## config.mk

```make
export PLATFORM = sky130hd
export DESIGN_NAME = analog_top
export DESIGN_NICKNAME = d
export VERILOG_FILES = /design/src/verilog/rp_analog_pkg.sv /design/src/verilog/sys_bus_decoder.sv /design/src/verilog/hk_regs.sv /design/src/verilog/linear_cal.sv /design/src/verilog/adc_frontend.sv /design/src/verilog/dac_backend.sv /design/src/verilog/analog_top.sv
export SDC_FILE = /design/constraint.sdc
export NUM_CORES = 2
export LEC_CHECK = 0
export BUFFER_PORTS_ARGS = -buffer_cell sky130_fd_sc_hd__buf_2
export CORE_MARGIN = 2
export CORE_UTILIZATION = 63
export DETAILED_ROUTE_END_ITERATION = 6
export GPL_ROUTABILITY_DRIVEN = 0
export PLACE_DENSITY = 0.81
export SYNTH_ARGS = -nofsm -noshare
export SYNTH_HDL_FRONTEND = slang
export SYNTH_HIERARCHICAL = 1
export SYNTH_SLANG_ARGS = --single-unit
```

## constraint.sdc

```tcl
create_clock -name adc_clk -period 18.7 [get_ports adc_clk]
set_input_delay 3.74 -clock adc_clk [delete_from_list [all_inputs] [get_ports adc_clk]]
set_output_delay 3.74 -clock adc_clk [all_outputs]
set_load 0.005 [all_outputs]
```

## src/verilog/rp_analog_pkg.sv

```systemverilog
// shared definitions for the analog core: bus structs, address map, cal defaults
// every bus access is a full 32-bit word, no byte selects
// offsets are byte addresses inside a 1 MB region, region field at addr[22:20]
`default_nettype none

package rp_analog_pkg;

  localparam int unsigned CHN = 2;  // ADC and DAC channel count

  ////////////////////
  // system bus
  ////////////////////

  typedef struct packed {
    logic [31:0] addr;   // byte address
    logic [31:0] wdata;  // full word only
    logic        wen;    // single cycle strobe
    logic        ren;    // single cycle strobe
  } sys_req_t;

  typedef struct packed {
    logic [31:0] rdata;  // valid with ack
    logic        err;    // valid with ack
    logic        ack;
  } sys_rsp_t;

  localparam sys_rsp_t SYS_RSP_IDLE = '0;  // no ack, no data

  localparam int unsigned REGION_BITS = 3;
  localparam int unsigned REGION_LSB  = 20;
  localparam int unsigned NUM_REGIONS = 2**REGION_BITS;

  localparam logic [REGION_BITS-1:0] HK_REGION = '0;  // housekeeping lives here

  typedef logic [REGION_LSB-1:0] ofs_t;  // offset inside a region

  ////////////////////
  // housekeeping map
  ////////////////////

  localparam ofs_t HK_ID    = 'h00;  // read only
  localparam ofs_t HK_LOOP  = 'h04;  // bit 0 digital loopback
  localparam ofs_t ADC_MUL0 = 'h10;
  localparam ofs_t ADC_MUL1 = 'h14;
  localparam ofs_t ADC_SUM0 = 'h18;
  localparam ofs_t ADC_SUM1 = 'h1C;
  localparam ofs_t DAC_MUL0 = 'h20;
  localparam ofs_t DAC_MUL1 = 'h24;
  localparam ofs_t DAC_SUM0 = 'h28;
  localparam ofs_t DAC_SUM1 = 'h2C;

  localparam logic [31:0] HK_ID_VALUE = 32'h5250_4131;

  // gain is fixed point with MUL_SHIFT fraction bits
  localparam int unsigned MUL_SHIFT  = 14;
  localparam int unsigned UNITY_GAIN = 2**MUL_SHIFT;  // 1.0

endpackage

`default_nettype wire

```

## src/verilog/sys_bus_decoder.sv

```systemverilog
// purely combinational, no clock and no state
// relies on one outstanding request at a time, idle slaves must answer all zero
// responses are OR-combined, so a late hk ack needs no stored region
`timescale 1ns/1ns
`default_nettype none

module sys_bus_decoder (
  input  rp_analog_pkg::sys_req_t sys_req_i,  // from bus master
  output rp_analog_pkg::sys_rsp_t sys_rsp_o,  // to bus master
  output rp_analog_pkg::sys_req_t hk_req_o,   // region 0 request
  input  rp_analog_pkg::sys_rsp_t hk_rsp_i    // region 0 response
);

  import rp_analog_pkg::*;

  logic [REGION_BITS-1:0] region;
  logic [NUM_REGIONS-1:0] cs;   // one-hot region select
  logic [NUM_REGIONS-1:0] wen;
  logic [NUM_REGIONS-1:0] ren;
  sys_rsp_t               rsp [NUM_REGIONS];

  ////////////////////
  // request side
  ////////////////////

  assign region = sys_req_i.addr[REGION_LSB +: REGION_BITS];
  assign cs     = NUM_REGIONS'(1) << region;

  assign wen = cs & {NUM_REGIONS{sys_req_i.wen}};  // gate strobes per region
  assign ren = cs & {NUM_REGIONS{sys_req_i.ren}};

  always_comb
  begin
    hk_req_o     = sys_req_i;       // addr and data shared
    hk_req_o.wen = wen[HK_REGION];
    hk_req_o.ren = ren[HK_REGION];
  end

  ////////////////////
  // response side
  ////////////////////

  for (genvar r = 0; r < NUM_REGIONS; r++)
  begin : g_region
    if (r == HK_REGION)
    begin : g_hk
      assign rsp[r] = hk_rsp_i;
    end
    else
    begin : g_empty
      // empty slave, ack in the request cycle
      assign rsp[r] = '{rdata: '0, err: 1'b0, ack: wen[r] | ren[r]};
    end
  end

  always_comb
  begin
    sys_rsp_o = SYS_RSP_IDLE;
    for (int r = 0; r < NUM_REGIONS; r++)
    begin
      sys_rsp_o = sys_rsp_o | rsp[r];  // only one slave answers per request
    end
  end

endmodule

`default_nettype wire

```

## src/verilog/hk_regs.sv

```systemverilog
// housekeeping registers, acks exactly one cycle after each request
// gain and offset writes keep only the low DWM / DWS bits, reads sign extend
// rdata and err are zero whenever ack is low
`timescale 1ns/1ns
`default_nettype none

module hk_regs #(
  parameter int unsigned DWS = 14,  // sample width
  parameter int unsigned DWM = 16   // gain width
)(
  input  logic                                         adc_clk,
  input  logic                                         arst_n_i,
  input  rp_analog_pkg::sys_req_t                      hk_req_i,
  output rp_analog_pkg::sys_rsp_t                      hk_rsp_o,
  output logic                                         loop_o,     // digital loopback
  output logic signed [rp_analog_pkg::CHN-1:0][DWM-1:0] adc_mul_o, // ADC gain
  output logic signed [rp_analog_pkg::CHN-1:0][DWS-1:0] adc_sum_o, // ADC offset
  output logic signed [rp_analog_pkg::CHN-1:0][DWM-1:0] dac_mul_o, // DAC gain
  output logic signed [rp_analog_pkg::CHN-1:0][DWS-1:0] dac_sum_o  // DAC offset
);

  import rp_analog_pkg::*;

  ofs_t        ofs;
  logic        req;     // any access this cycle
  logic        hit;     // offset maps to a register
  logic [31:0] rd_val;

  assign ofs = hk_req_i.addr[REGION_LSB-1:0];
  assign req = hk_req_i.wen | hk_req_i.ren;

  ////////////////////
  // read decode
  ////////////////////

  always_comb
  begin
    hit    = 1'b1;
    rd_val = '0;
    case (ofs)
      HK_ID   : rd_val = HK_ID_VALUE;
      HK_LOOP : rd_val = {31'd0, loop_o};
      ADC_MUL0: rd_val = 32'($signed(adc_mul_o[0]));  // sign extend
      ADC_MUL1: rd_val = 32'($signed(adc_mul_o[1]));
      ADC_SUM0: rd_val = 32'($signed(adc_sum_o[0]));
      ADC_SUM1: rd_val = 32'($signed(adc_sum_o[1]));
      DAC_MUL0: rd_val = 32'($signed(dac_mul_o[0]));
      DAC_MUL1: rd_val = 32'($signed(dac_mul_o[1]));
      DAC_SUM0: rd_val = 32'($signed(dac_sum_o[0]));
      DAC_SUM1: rd_val = 32'($signed(dac_sum_o[1]));
      default : hit = 1'b0;  // unmapped, rdata stays 0
    endcase
  end

  ////////////////////
  // register writes
  ////////////////////

  always_ff @(posedge adc_clk or negedge arst_n_i)
  begin
    if (!arst_n_i)
    begin
      loop_o    <= 1'b0;
      adc_mul_o <= {CHN{DWM'(UNITY_GAIN)}};  // gain 1.0
      adc_sum_o <= '0;
      dac_mul_o <= {CHN{DWM'(UNITY_GAIN)}};
      dac_sum_o <= '0;
    end
    else if (hk_req_i.wen)
    begin
      case (ofs)
        HK_LOOP : loop_o       <= hk_req_i.wdata[0];
        ADC_MUL0: adc_mul_o[0] <= hk_req_i.wdata[DWM-1:0];
        ADC_MUL1: adc_mul_o[1] <= hk_req_i.wdata[DWM-1:0];
        ADC_SUM0: adc_sum_o[0] <= hk_req_i.wdata[DWS-1:0];
        ADC_SUM1: adc_sum_o[1] <= hk_req_i.wdata[DWS-1:0];
        DAC_MUL0: dac_mul_o[0] <= hk_req_i.wdata[DWM-1:0];
        DAC_MUL1: dac_mul_o[1] <= hk_req_i.wdata[DWM-1:0];
        DAC_SUM0: dac_sum_o[0] <= hk_req_i.wdata[DWS-1:0];
        DAC_SUM1: dac_sum_o[1] <= hk_req_i.wdata[DWS-1:0];
        default : ;  // ID is read only, others flagged as err
      endcase
    end
  end

  // registered response, one cycle after req
  always_ff @(posedge adc_clk or negedge arst_n_i)
  begin
    if (!arst_n_i)
    begin
      hk_rsp_o <= SYS_RSP_IDLE;
    end
    else
    begin
      hk_rsp_o.ack   <= req;
      hk_rsp_o.err   <= req & ~hit;
      hk_rsp_o.rdata <= hk_req_i.ren ? rd_val : '0;  // writes return 0
    end
  end

endmodule

`default_nettype wire

```

## src/verilog/linear_cal.sv

```systemverilog
// one channel of gain and offset, two cycle latency, new sample every clock
// gain is fixed point with MUL_SHIFT fraction bits, shift rounds toward -inf
// assumes DWM > MUL_SHIFT so the scaled value is at least one bit wide
`timescale 1ns/1ns
`default_nettype none

module linear_cal #(
  parameter int unsigned DWS = 14,  // sample width
  parameter int unsigned DWM = 16   // gain width
)(
  input  logic                  adc_clk,
  input  logic                  arst_n_i,
  input  logic signed [DWS-1:0] dat_i,  // sample in
  input  logic signed [DWM-1:0] mul_i,  // gain
  input  logic signed [DWS-1:0] sum_i,  // offset
  output logic signed [DWS-1:0] dat_o   // calibrated sample
);

  import rp_analog_pkg::*;

  localparam int unsigned PW = DWS + DWM;     // full product
  localparam int unsigned SW = PW - MUL_SHIFT; // after scaling

  logic signed [PW-1:0]  mul_q;  // stage 1 product
  logic signed [SW-1:0]  shf;    // product >>> MUL_SHIFT
  logic signed [SW:0]    acc;    // one guard bit for the offset add
  logic                  ovf;
  logic signed [DWS-1:0] sat;

  ////////////////////
  // stage 1 multiply
  ////////////////////

  always_ff @(posedge adc_clk or negedge arst_n_i)
  begin
    if (!arst_n_i)
    begin
      mul_q <= '0;
    end
    else
    begin
      mul_q <= dat_i * mul_i;  // signed, full width
    end
  end

  ////////////////////
  // stage 2 scale, offset, clamp
  ////////////////////

  assign shf = mul_q[PW-1:MUL_SHIFT];  // drop fraction, floor
  assign acc = shf + sum_i;            // both sign extended

  // out of range unless all bits above the DWS sign bit agree
  assign ovf = ~(&acc[SW:DWS-1] | ~|acc[SW:DWS-1]);
  assign sat = ovf ? {acc[SW], {(DWS-1){~acc[SW]}}} : acc[DWS-1:0];

  always_ff @(posedge adc_clk or negedge arst_n_i)
  begin
    if (!arst_n_i)
    begin
      dat_o <= '0;
    end
    else
    begin
      dat_o <= sat;
    end
  end

endmodule

`default_nettype wire

```

## src/verilog/adc_frontend.sv

```systemverilog
// ADC pins arrive as negative slope offset binary, one word per channel
// pins to adc_dat_o is 3 cycles, loopback samples skip the input register
`timescale 1ns/1ns
`default_nettype none

module adc_frontend #(
  parameter int unsigned DWS = 14,
  parameter int unsigned DWM = 16
)(
  input  logic                                         adc_clk,
  input  logic                                         arst_n_i,
  input  logic        [rp_analog_pkg::CHN-1:0][DWS-1:0] adc_raw_i,  // pin codes
  input  logic                                         loop_i,     // use DAC samples
  input  logic signed [rp_analog_pkg::CHN-1:0][DWS-1:0] loop_dat_i, // calibrated DAC
  input  logic signed [rp_analog_pkg::CHN-1:0][DWM-1:0] mul_i,
  input  logic signed [rp_analog_pkg::CHN-1:0][DWS-1:0] sum_i,
  output logic signed [rp_analog_pkg::CHN-1:0][DWS-1:0] adc_dat_o
);

  import rp_analog_pkg::*;

  logic signed [CHN-1:0][DWS-1:0] raw_q;   // converted, two's complement
  logic signed [CHN-1:0][DWS-1:0] cal_in;  // after loopback select

  // input register, keep MSB and invert the rest
  always_ff @(posedge adc_clk)
  begin
    for (int ch = 0; ch < CHN; ch++)
    begin
      raw_q[ch] <= {adc_raw_i[ch][DWS-1], ~adc_raw_i[ch][DWS-2:0]};
    end
  end

  assign cal_in = loop_i ? loop_dat_i : raw_q;  // digital loopback

  for (genvar ch = 0; ch < CHN; ch++)
  begin : g_cal
    linear_cal #(
      .DWS (DWS),
      .DWM (DWM)
    ) cal_i (
      .adc_clk  (adc_clk),
      .arst_n_i (arst_n_i),
      .dat_i    (cal_in[ch]),
      .mul_i    (mul_i[ch]),
      .sum_i    (sum_i[ch]),
      .dat_o    (adc_dat_o[ch])
    );
  end

endmodule

`default_nettype wire

```

## src/verilog/dac_backend.sv

```systemverilog
// sums two generator streams per channel, clamps, calibrates, converts
// dac_cal_o is 2 cycles after the generators, dac_dat_o 3 cycles
// dac_dat_o is negative slope code, same mapping as the ADC pins
`timescale 1ns/1ns
`default_nettype none

module dac_backend #(
  parameter int unsigned DWS = 14,
  parameter int unsigned DWM = 16
)(
  input  logic                                         adc_clk,
  input  logic                                         arst_n_i,
  input  logic signed [rp_analog_pkg::CHN-1:0][DWS-1:0] gen_a_i,
  input  logic signed [rp_analog_pkg::CHN-1:0][DWS-1:0] gen_b_i,
  input  logic signed [rp_analog_pkg::CHN-1:0][DWM-1:0] mul_i,
  input  logic signed [rp_analog_pkg::CHN-1:0][DWS-1:0] sum_i,
  output logic signed [rp_analog_pkg::CHN-1:0][DWS-1:0] dac_cal_o,  // to loopback
  output logic        [rp_analog_pkg::CHN-1:0][DWS-1:0] dac_dat_o   // to pins
);

  import rp_analog_pkg::*;

  logic signed [CHN-1:0][DWS:0]   gen_sum;  // one bit wider
  logic signed [CHN-1:0][DWS-1:0] gen_sat;

  ////////////////////
  // sum and clamp
  ////////////////////

  always_comb
  begin
    for (int ch = 0; ch < CHN; ch++)
    begin
      // element selects are unsigned, so re-sign before the add
      gen_sum[ch] = $signed(gen_a_i[ch]) + $signed(gen_b_i[ch]);
      gen_sat[ch] = (gen_sum[ch][DWS] ^ gen_sum[ch][DWS-1])  // top two disagree
                  ? {gen_sum[ch][DWS], {(DWS-1){~gen_sum[ch][DWS]}}}
                  : gen_sum[ch][DWS-1:0];
    end
  end

  for (genvar ch = 0; ch < CHN; ch++)
  begin : g_cal
    linear_cal #(
      .DWS (DWS),
      .DWM (DWM)
    ) cal_i (
      .adc_clk  (adc_clk),
      .arst_n_i (arst_n_i),
      .dat_i    (gen_sat[ch]),
      .mul_i    (mul_i[ch]),
      .sum_i    (sum_i[ch]),
      .dat_o    (dac_cal_o[ch])
    );
  end

  ////////////////////
  // output register
  ////////////////////

  always_ff @(posedge adc_clk or negedge arst_n_i)
  begin
    if (!arst_n_i)
    begin
      dac_dat_o <= '0;
    end
    else
    begin
      for (int ch = 0; ch < CHN; ch++)
      begin
        dac_dat_o[ch] <= {dac_cal_o[ch][DWS-1], ~dac_cal_o[ch][DWS-2:0]};  // back to neg slope
      end
    end
  end

endmodule

`default_nettype wire

```

## src/verilog/analog_top.sv

```systemverilog
// analog core top, everything on adc_clk with async active low reset
// regions 1..7 of the bus answer as empty slaves
// generator streams come from outside, no back-pressure anywhere
`timescale 1ns/1ns
`default_nettype none

module analog_top #(
  parameter int unsigned DWS = 14,  // sample width
  parameter int unsigned DWM = 16   // gain width
)(
  input  logic                                         adc_clk,
  input  logic                                         arst_n_i,
  input  rp_analog_pkg::sys_req_t                      sys_req_i,
  output rp_analog_pkg::sys_rsp_t                      sys_rsp_o,
  input  logic        [rp_analog_pkg::CHN-1:0][DWS-1:0] adc_raw_i,  // ADC pins
  input  logic signed [rp_analog_pkg::CHN-1:0][DWS-1:0] gen_a_i,    // generator A
  input  logic signed [rp_analog_pkg::CHN-1:0][DWS-1:0] gen_b_i,    // generator B
  output logic signed [rp_analog_pkg::CHN-1:0][DWS-1:0] adc_dat_o,  // calibrated ADC
  output logic        [rp_analog_pkg::CHN-1:0][DWS-1:0] dac_dat_o   // DAC pins
);

  import rp_analog_pkg::*;

  sys_req_t                       hk_req;
  sys_rsp_t                       hk_rsp;
  logic                           loop;     // digital loopback enable
  logic signed [CHN-1:0][DWM-1:0] adc_mul;
  logic signed [CHN-1:0][DWS-1:0] adc_sum;
  logic signed [CHN-1:0][DWM-1:0] dac_mul;
  logic signed [CHN-1:0][DWS-1:0] dac_sum;
  logic signed [CHN-1:0][DWS-1:0] dac_cal;  // DAC path feeds ADC in loopback

  sys_bus_decoder dec_i (
    .sys_req_i (sys_req_i),
    .sys_rsp_o (sys_rsp_o),
    .hk_req_o  (hk_req),
    .hk_rsp_i  (hk_rsp)
  );

  hk_regs #(.DWS (DWS), .DWM (DWM)) hk_i (
    .adc_clk   (adc_clk),
    .arst_n_i  (arst_n_i),
    .hk_req_i  (hk_req),
    .hk_rsp_o  (hk_rsp),
    .loop_o    (loop),
    .adc_mul_o (adc_mul),
    .adc_sum_o (adc_sum),
    .dac_mul_o (dac_mul),
    .dac_sum_o (dac_sum)
  );

  adc_frontend #(.DWS (DWS), .DWM (DWM)) adc_i (
    .adc_clk    (adc_clk),
    .arst_n_i   (arst_n_i),
    .adc_raw_i  (adc_raw_i),
    .loop_i     (loop),
    .loop_dat_i (dac_cal),
    .mul_i      (adc_mul),
    .sum_i      (adc_sum),
    .adc_dat_o  (adc_dat_o)
  );

  dac_backend #(.DWS (DWS), .DWM (DWM)) dac_i (
    .adc_clk   (adc_clk),
    .arst_n_i  (arst_n_i),
    .gen_a_i   (gen_a_i),
    .gen_b_i   (gen_b_i),
    .mul_i     (dac_mul),
    .sum_i     (dac_sum),
    .dac_cal_o (dac_cal),
    .dac_dat_o (dac_dat_o)
  );

endmodule

`default_nettype wire

```

# --- Word-level counts from Yosys, hierarchy flattened ---
# Cells that the tools add are included.
totals:
  out_inout_bits: 90
  in_bits: 152
  reg_bits: 387
  elab_cells: 112
classes:
  add_sub_neg: 6
  bitwise: 35
  reduce_logical: 23
  n_mux: 10
  n_mul: 4
  n_shift: 1
  n_eq_ne: 9
ops:
  columns: ["op", "count"]
  rows:
  - ["$pmux 32 s10", 1]
  - ["$or 34x1->34", 7]
  - ["$mul 14x16->30", 4]
  - ["$mux 14", 6]
  - ["$eq 20x5->1 const B", 4]
  - ["$eq 20x6->1 const B", 4]
  - ["$add 16x14->17", 4]
  - ["$not 13->13", 4]
  - ["$mux 32", 1]
  - ["$add 14x14->15", 2]
  - ["$mux 28", 1]
  - ["$eq 20x3->1 const B", 1]
  - ["$logic_not 20->1", 1]
  - ["$reduce_and 2->1", 9]
  - ["$and 8x8->8", 2]
  - ["$reduce_and 4->1", 4]
  - ["$reduce_or 4->1", 4]
  - ["$or 1x1->1", 12]
  - ["$reduce_or 10->1", 1]
  - ["$shl 1x3->8 const A", 1]
  - ["$not 1->1", 7]
  - ["$logic_not 1->1", 4]
  - ["$xor 1x1->1", 2]
  - ["$and 1x1->1", 1]
  - ["$mux 1", 1]

# --- Longest topological paths before layout ---
depth:
  ltp_word: 10
  mapped_depth: 32
  mapped_depth_nobuf: 30

# --- Cells and area by module ---
# Netlist, hierarchy kept.
modules_own_cells:
  columns: ["module", "area_each_um2", "cells_each", "seq_area_each_um2", "instances"]
  rows:
  - ["linear_cal (dac_i.g_cal[0].cal_i)", 9800.6, 1047, 750.7, 1]
  - ["linear_cal (adc_i.g_cal[0].cal_i)", 9686.8, 1033, 750.7, 1]
  - ["linear_cal (adc_i.g_cal[1].cal_i)", 9527.9, 982, 750.7, 1]
  - ["linear_cal (dac_i.g_cal[1].cal_i)", 9455.3, 983, 750.7, 1]
  - ["hk_regs", 6626.4, 488, 3508.4, 1]
  - ["dac_backend", 2615.0, 312, 700.7, 1]
  - ["adc_frontend", 1099.8, 85, 560.5, 1]
  - ["sys_bus_decoder", 762.0, 102, 0.0, 1]

# --- Least setup slack after synthesis ---
# OpenSTA, ideal clock, no wires.
synth_path:
  path_type: "input to register"
  from: "input gen_a_i[15] (netlist bit)"
  to: "register dac_i.g_cal[1].cal_i.mul_q[28]"
  required_time_ns: 18.620
  t_arrival_ns: 10.789
  path_buffers: 2
  path_slack_ns: 7.831
  path_stages: 30
  setup_time_ns: 0.080
  path_cell_list: "ha_1 a211o_1 a211o_1 nand3_1 and2_1 mux2i_1 buf_2 o21ai_1 clkbuf_1 and2_1 fa_1 inv_1 fa_1 inv_1 fa_1 inv_1 fa_1 inv_1 fa_1 fa_1 ha_1 and3_1 a221o_1 a32o_1 nor2_1 a21o_1 a31oi_1 a211o_1 a21oi_2 xnor2_1"
synth_lines:
  columns: ["element", "line_no", "source"]
  rows:
  - ["start, declared", "analog_top.sv:16", "input logic signed [rp_analog_pkg::CHN-1:0][DWS-1:0] gen_a_i,"]
  - ["end signal, assigned", "linear_cal.sv:42", "mul_q <= dat_i * mul_i;"]
  - ["end, declared", "linear_cal.sv:24", "logic signed [PW-1:0] mul_q;"]

==> impl_metrics.yaml <==
outcome:
  violations: "design-rule violations"
  status: "finished with violations"
cts:
  cts_setup_buffers: 0
  clk_path_buf_depth: 3
  clk_pin_slew_ns: 0.06
  cts_hold_buf: 0
  cts_buffers: 37
  cts_root_buffer: "clkbuf_16"
  htree_levels: 2
  post_cts_resize_count: 0
  clock_sink_count: 316
  cts_tree: "yes"
  clock_latency_ns: 0.57
placed_design:
  io_buffers: 216
  placed_cell_area_um2: 50500
  hpwl_mm: 93.1
timing:
  drv_slew: 0
  fin_crit_ns: 12.08
  max_freq_ghz: 0.0828
  hold_viol: 0
  grt_setup_unrepaired: "no"
  whs_ns: 0.384
  tightest_slew_ns: 1.42
  finClkSkew_ns: 0.0387
  setup_viol: 0
  tns_ns: 0
  max-slew-margin-rel_pct: 4.91
  fin_crit_sh_pct: 64.6
critical_path:
  r2r-end: "adc_i/g_cal[0].cal_i/mul_q[29]$_DFF_PN0_"
  ff2ff_path_depth: 19
  crit_path_max_incr_delay_ns: 0.87
  slowest_stage: "o21ai_1"
  cpMostUsedCell: "fa_1"
  crit_end: "dac_i/g_cal[0].cal_i/mul_q[29]$_DFF_PN0_"
  critical_path_class: "in -> reg"
  start_kind: "input port"
  crit_path_start: "gen_a_i[0]"
  cp.required_ns: 19.14
  path_max_fanout: 13
  rrSetupSlack_ns: 11.20
  arrival_ns: 12.52
  r2r-start: "hk_i/loop_o$_DFFE_PN0P_"
  endpoint_kind: "flip-flop"
finish:
  area_delta_synth_final_pct: 4.70
  n_fill_cell: 5929
  seq_area_um2: 7770
  nNetsFinal: 6423
  drive_gt1_share_pct: 11.0
  multi_input_area_um2: 36400
  final_area_um2: 51700
route:
  via_per_inst: 5.74
  drtPass1Iterations: 7
  drt_iter0_drc: 2668
  routed_wl_mm: 119
  drc: 3
  vias: 35000
  wl_per_cell_um: 19.5
  final_antenna_net_count: 0
floorplanning:
  coreArea_um2: 77500
  initial_core_util_pct: 63.7
  dieArea_um2: 80600
  die_w_um: 284
  fp.dieH_um: 284
  row_count: 102
  io_pins: 242
run:
  drv_cap: 0
power_and_ir_drop:
  intPower_mw: 1.31
  switching_share_pct: 33.9
  clockPowerShare_pct: 35.9
  power.leakage_nw: 26.9
  seq_power_share_pct: 38.3
  cellPowerDensity_nw_per_um2: 38.3
  ir_drop_uv: 52.0
  power_switching_mw: 0.673
  p_comb_share_pct: 25.8
grt:
  antenna_found_initial: 4
  grt_max_degree: 81
  grt_pass1_vias: 37200
  grt_pass1_wl_mm: 193
  track_usage_pct: 30.3
  overflow: 0
yosys:
  avgSynthCellArea_um2: 9.86
  synthesis.nets: 6398
  netlist_instances: 5004
  yosys_warnings: 6
  synth.cell_area_um2: 49400
worst_hold_path:
  min_path_type: "reg -> reg"
[worst min path at each step]
stage / slack (ns) / from / endpoint / cells past startpoint
detailed placement: 0.37 / dac_i/g_cal[0].cal_i/dat_o[13]$_DFF_PN0_ / dac_i/dac_dat_o[13]$_DFF_PN0_ / 0
CTS: 0.39 / dac_i/g_cal[0].cal_i/dat_o[13]$_DFF_PN0_ / dac_i/dac_dat_o[13]$_DFF_PN0_ / 0
floorplan: 0.35 / dac_i/g_cal[1].cal_i/dat_o[13]$_DFF_PN0_ / dac_i/dac_dat_o[27]$_DFF_PN0_ / 0
finish: 0.38 / dac_i/g_cal[0].cal_i/dat_o[13]$_DFF_PN0_ / dac_i/dac_dat_o[13]$_DFF_PN0_ / 0
global route: 0.39 / dac_i/g_cal[0].cal_i/dat_o[13]$_DFF_PN0_ / dac_i/dac_dat_o[13]$_DFF_PN0_ / 0
global placement: 0.36 / dac_i/g_cal[0].cal_i/dat_o[13]$_DFF_PN0_ / dac_i/dac_dat_o[13]$_DFF_PN0_ / 0
[through the flow]
step	util [%]	total power [mW]	std cells	setup WS, ns
final	66.7	1.98	6099	6.62
after global routing	66.7	2.08	6097	6.14
after CTS	66.7	1.99	6096	6.79
after detailed placement	65.2	1.27	6030	6.20
after global placement	65.2	1.26	6030	6.39
after floorplan	-	1.10	5004	7.83
[worst max-delay path, delay by kind of cell]
kind                     cells  cell delay [ns]
AO/OA/AOI/OAI               11             3.81
adder cells (fa/ha/maj)      9             3.85
AND/OR/NAND/NOR              1             0.18
XOR/XNOR                     1             0.15
buffers and inverters        7             0.74
[registers in the layout, summed over array words and instances, names as in the netlist]
signal / count
hk_i/adc_mul_o: 32
hk_i/dac_sum_o: 28
dac_i/g_cal.cal_i/mul_q: 32
dac_i/dac_dat_o: 28
adc_i/raw_q: 28
adc_i/g_cal.cal_i/mul_q: 32
adc_i/g_cal.cal_i/dat_o: 28
hk_i/hk_rsp_o: 19
dac_i/g_cal.cal_i/dat_o: 28
hk_i/loop_o: 1
hk_i/adc_sum_o: 28
hk_i/dac_mul_o: 32
[placed cells by master (no fill, tap or decap), drive strengths merged, types with 12 or more instances in the layout]
cell,instances
inv,1005
fa,878
nand2,474
and2,435
ha,364
dfrtp,284
buf,239
mux2,157
a21oi,145
nor2,125
o21ai,125
xnor2,119
a21o,58
clkbuf,48
nand3,47
xor2,45
nand2b,41
nor3,41
mux2i,31
o211ai,30
o21a,29
dfxtp,28
nor2b,27
a31oi,22
and3,19
nand4,18
a211oi,16
o22ai,15
a221o,13
o21bai,12
nor4,12
[power groups by stage]
stage	sequential (mW)	combinational (mW)	clock, mW
detailed placement	0.772	0.502	0
floorplan	0.765	0.336	0
CTS	0.759	0.505	0.722
global placement	0.771	0.487	0
global route	0.763	0.565	0.748
finish	0.759	0.511	0.712
[area by class of cell]
type,instances,area share (%)
multi-input combinational,3433,70.4
antenna,3,0.0145
clock inverter,18,0.390
timing repair buffer,239,2.45
inverter,1002,7.28
clock buffer,48,1.91
sequential,316,15.0
tap,1040,2.52
[layer usage]
metal | vias up | global-route usage, % | share of wire [%]
met1 | 17700 | 39.3 | 39
li1 | 15500 | - | -
met4 | 4 | 12.2 | 4.4
met3 | 316 | 7.93 | 9.9
met2 | 1522 | 48.8 | 47
met5 | - | 0 | 0.018
Power figures use the tool's default switching activity.
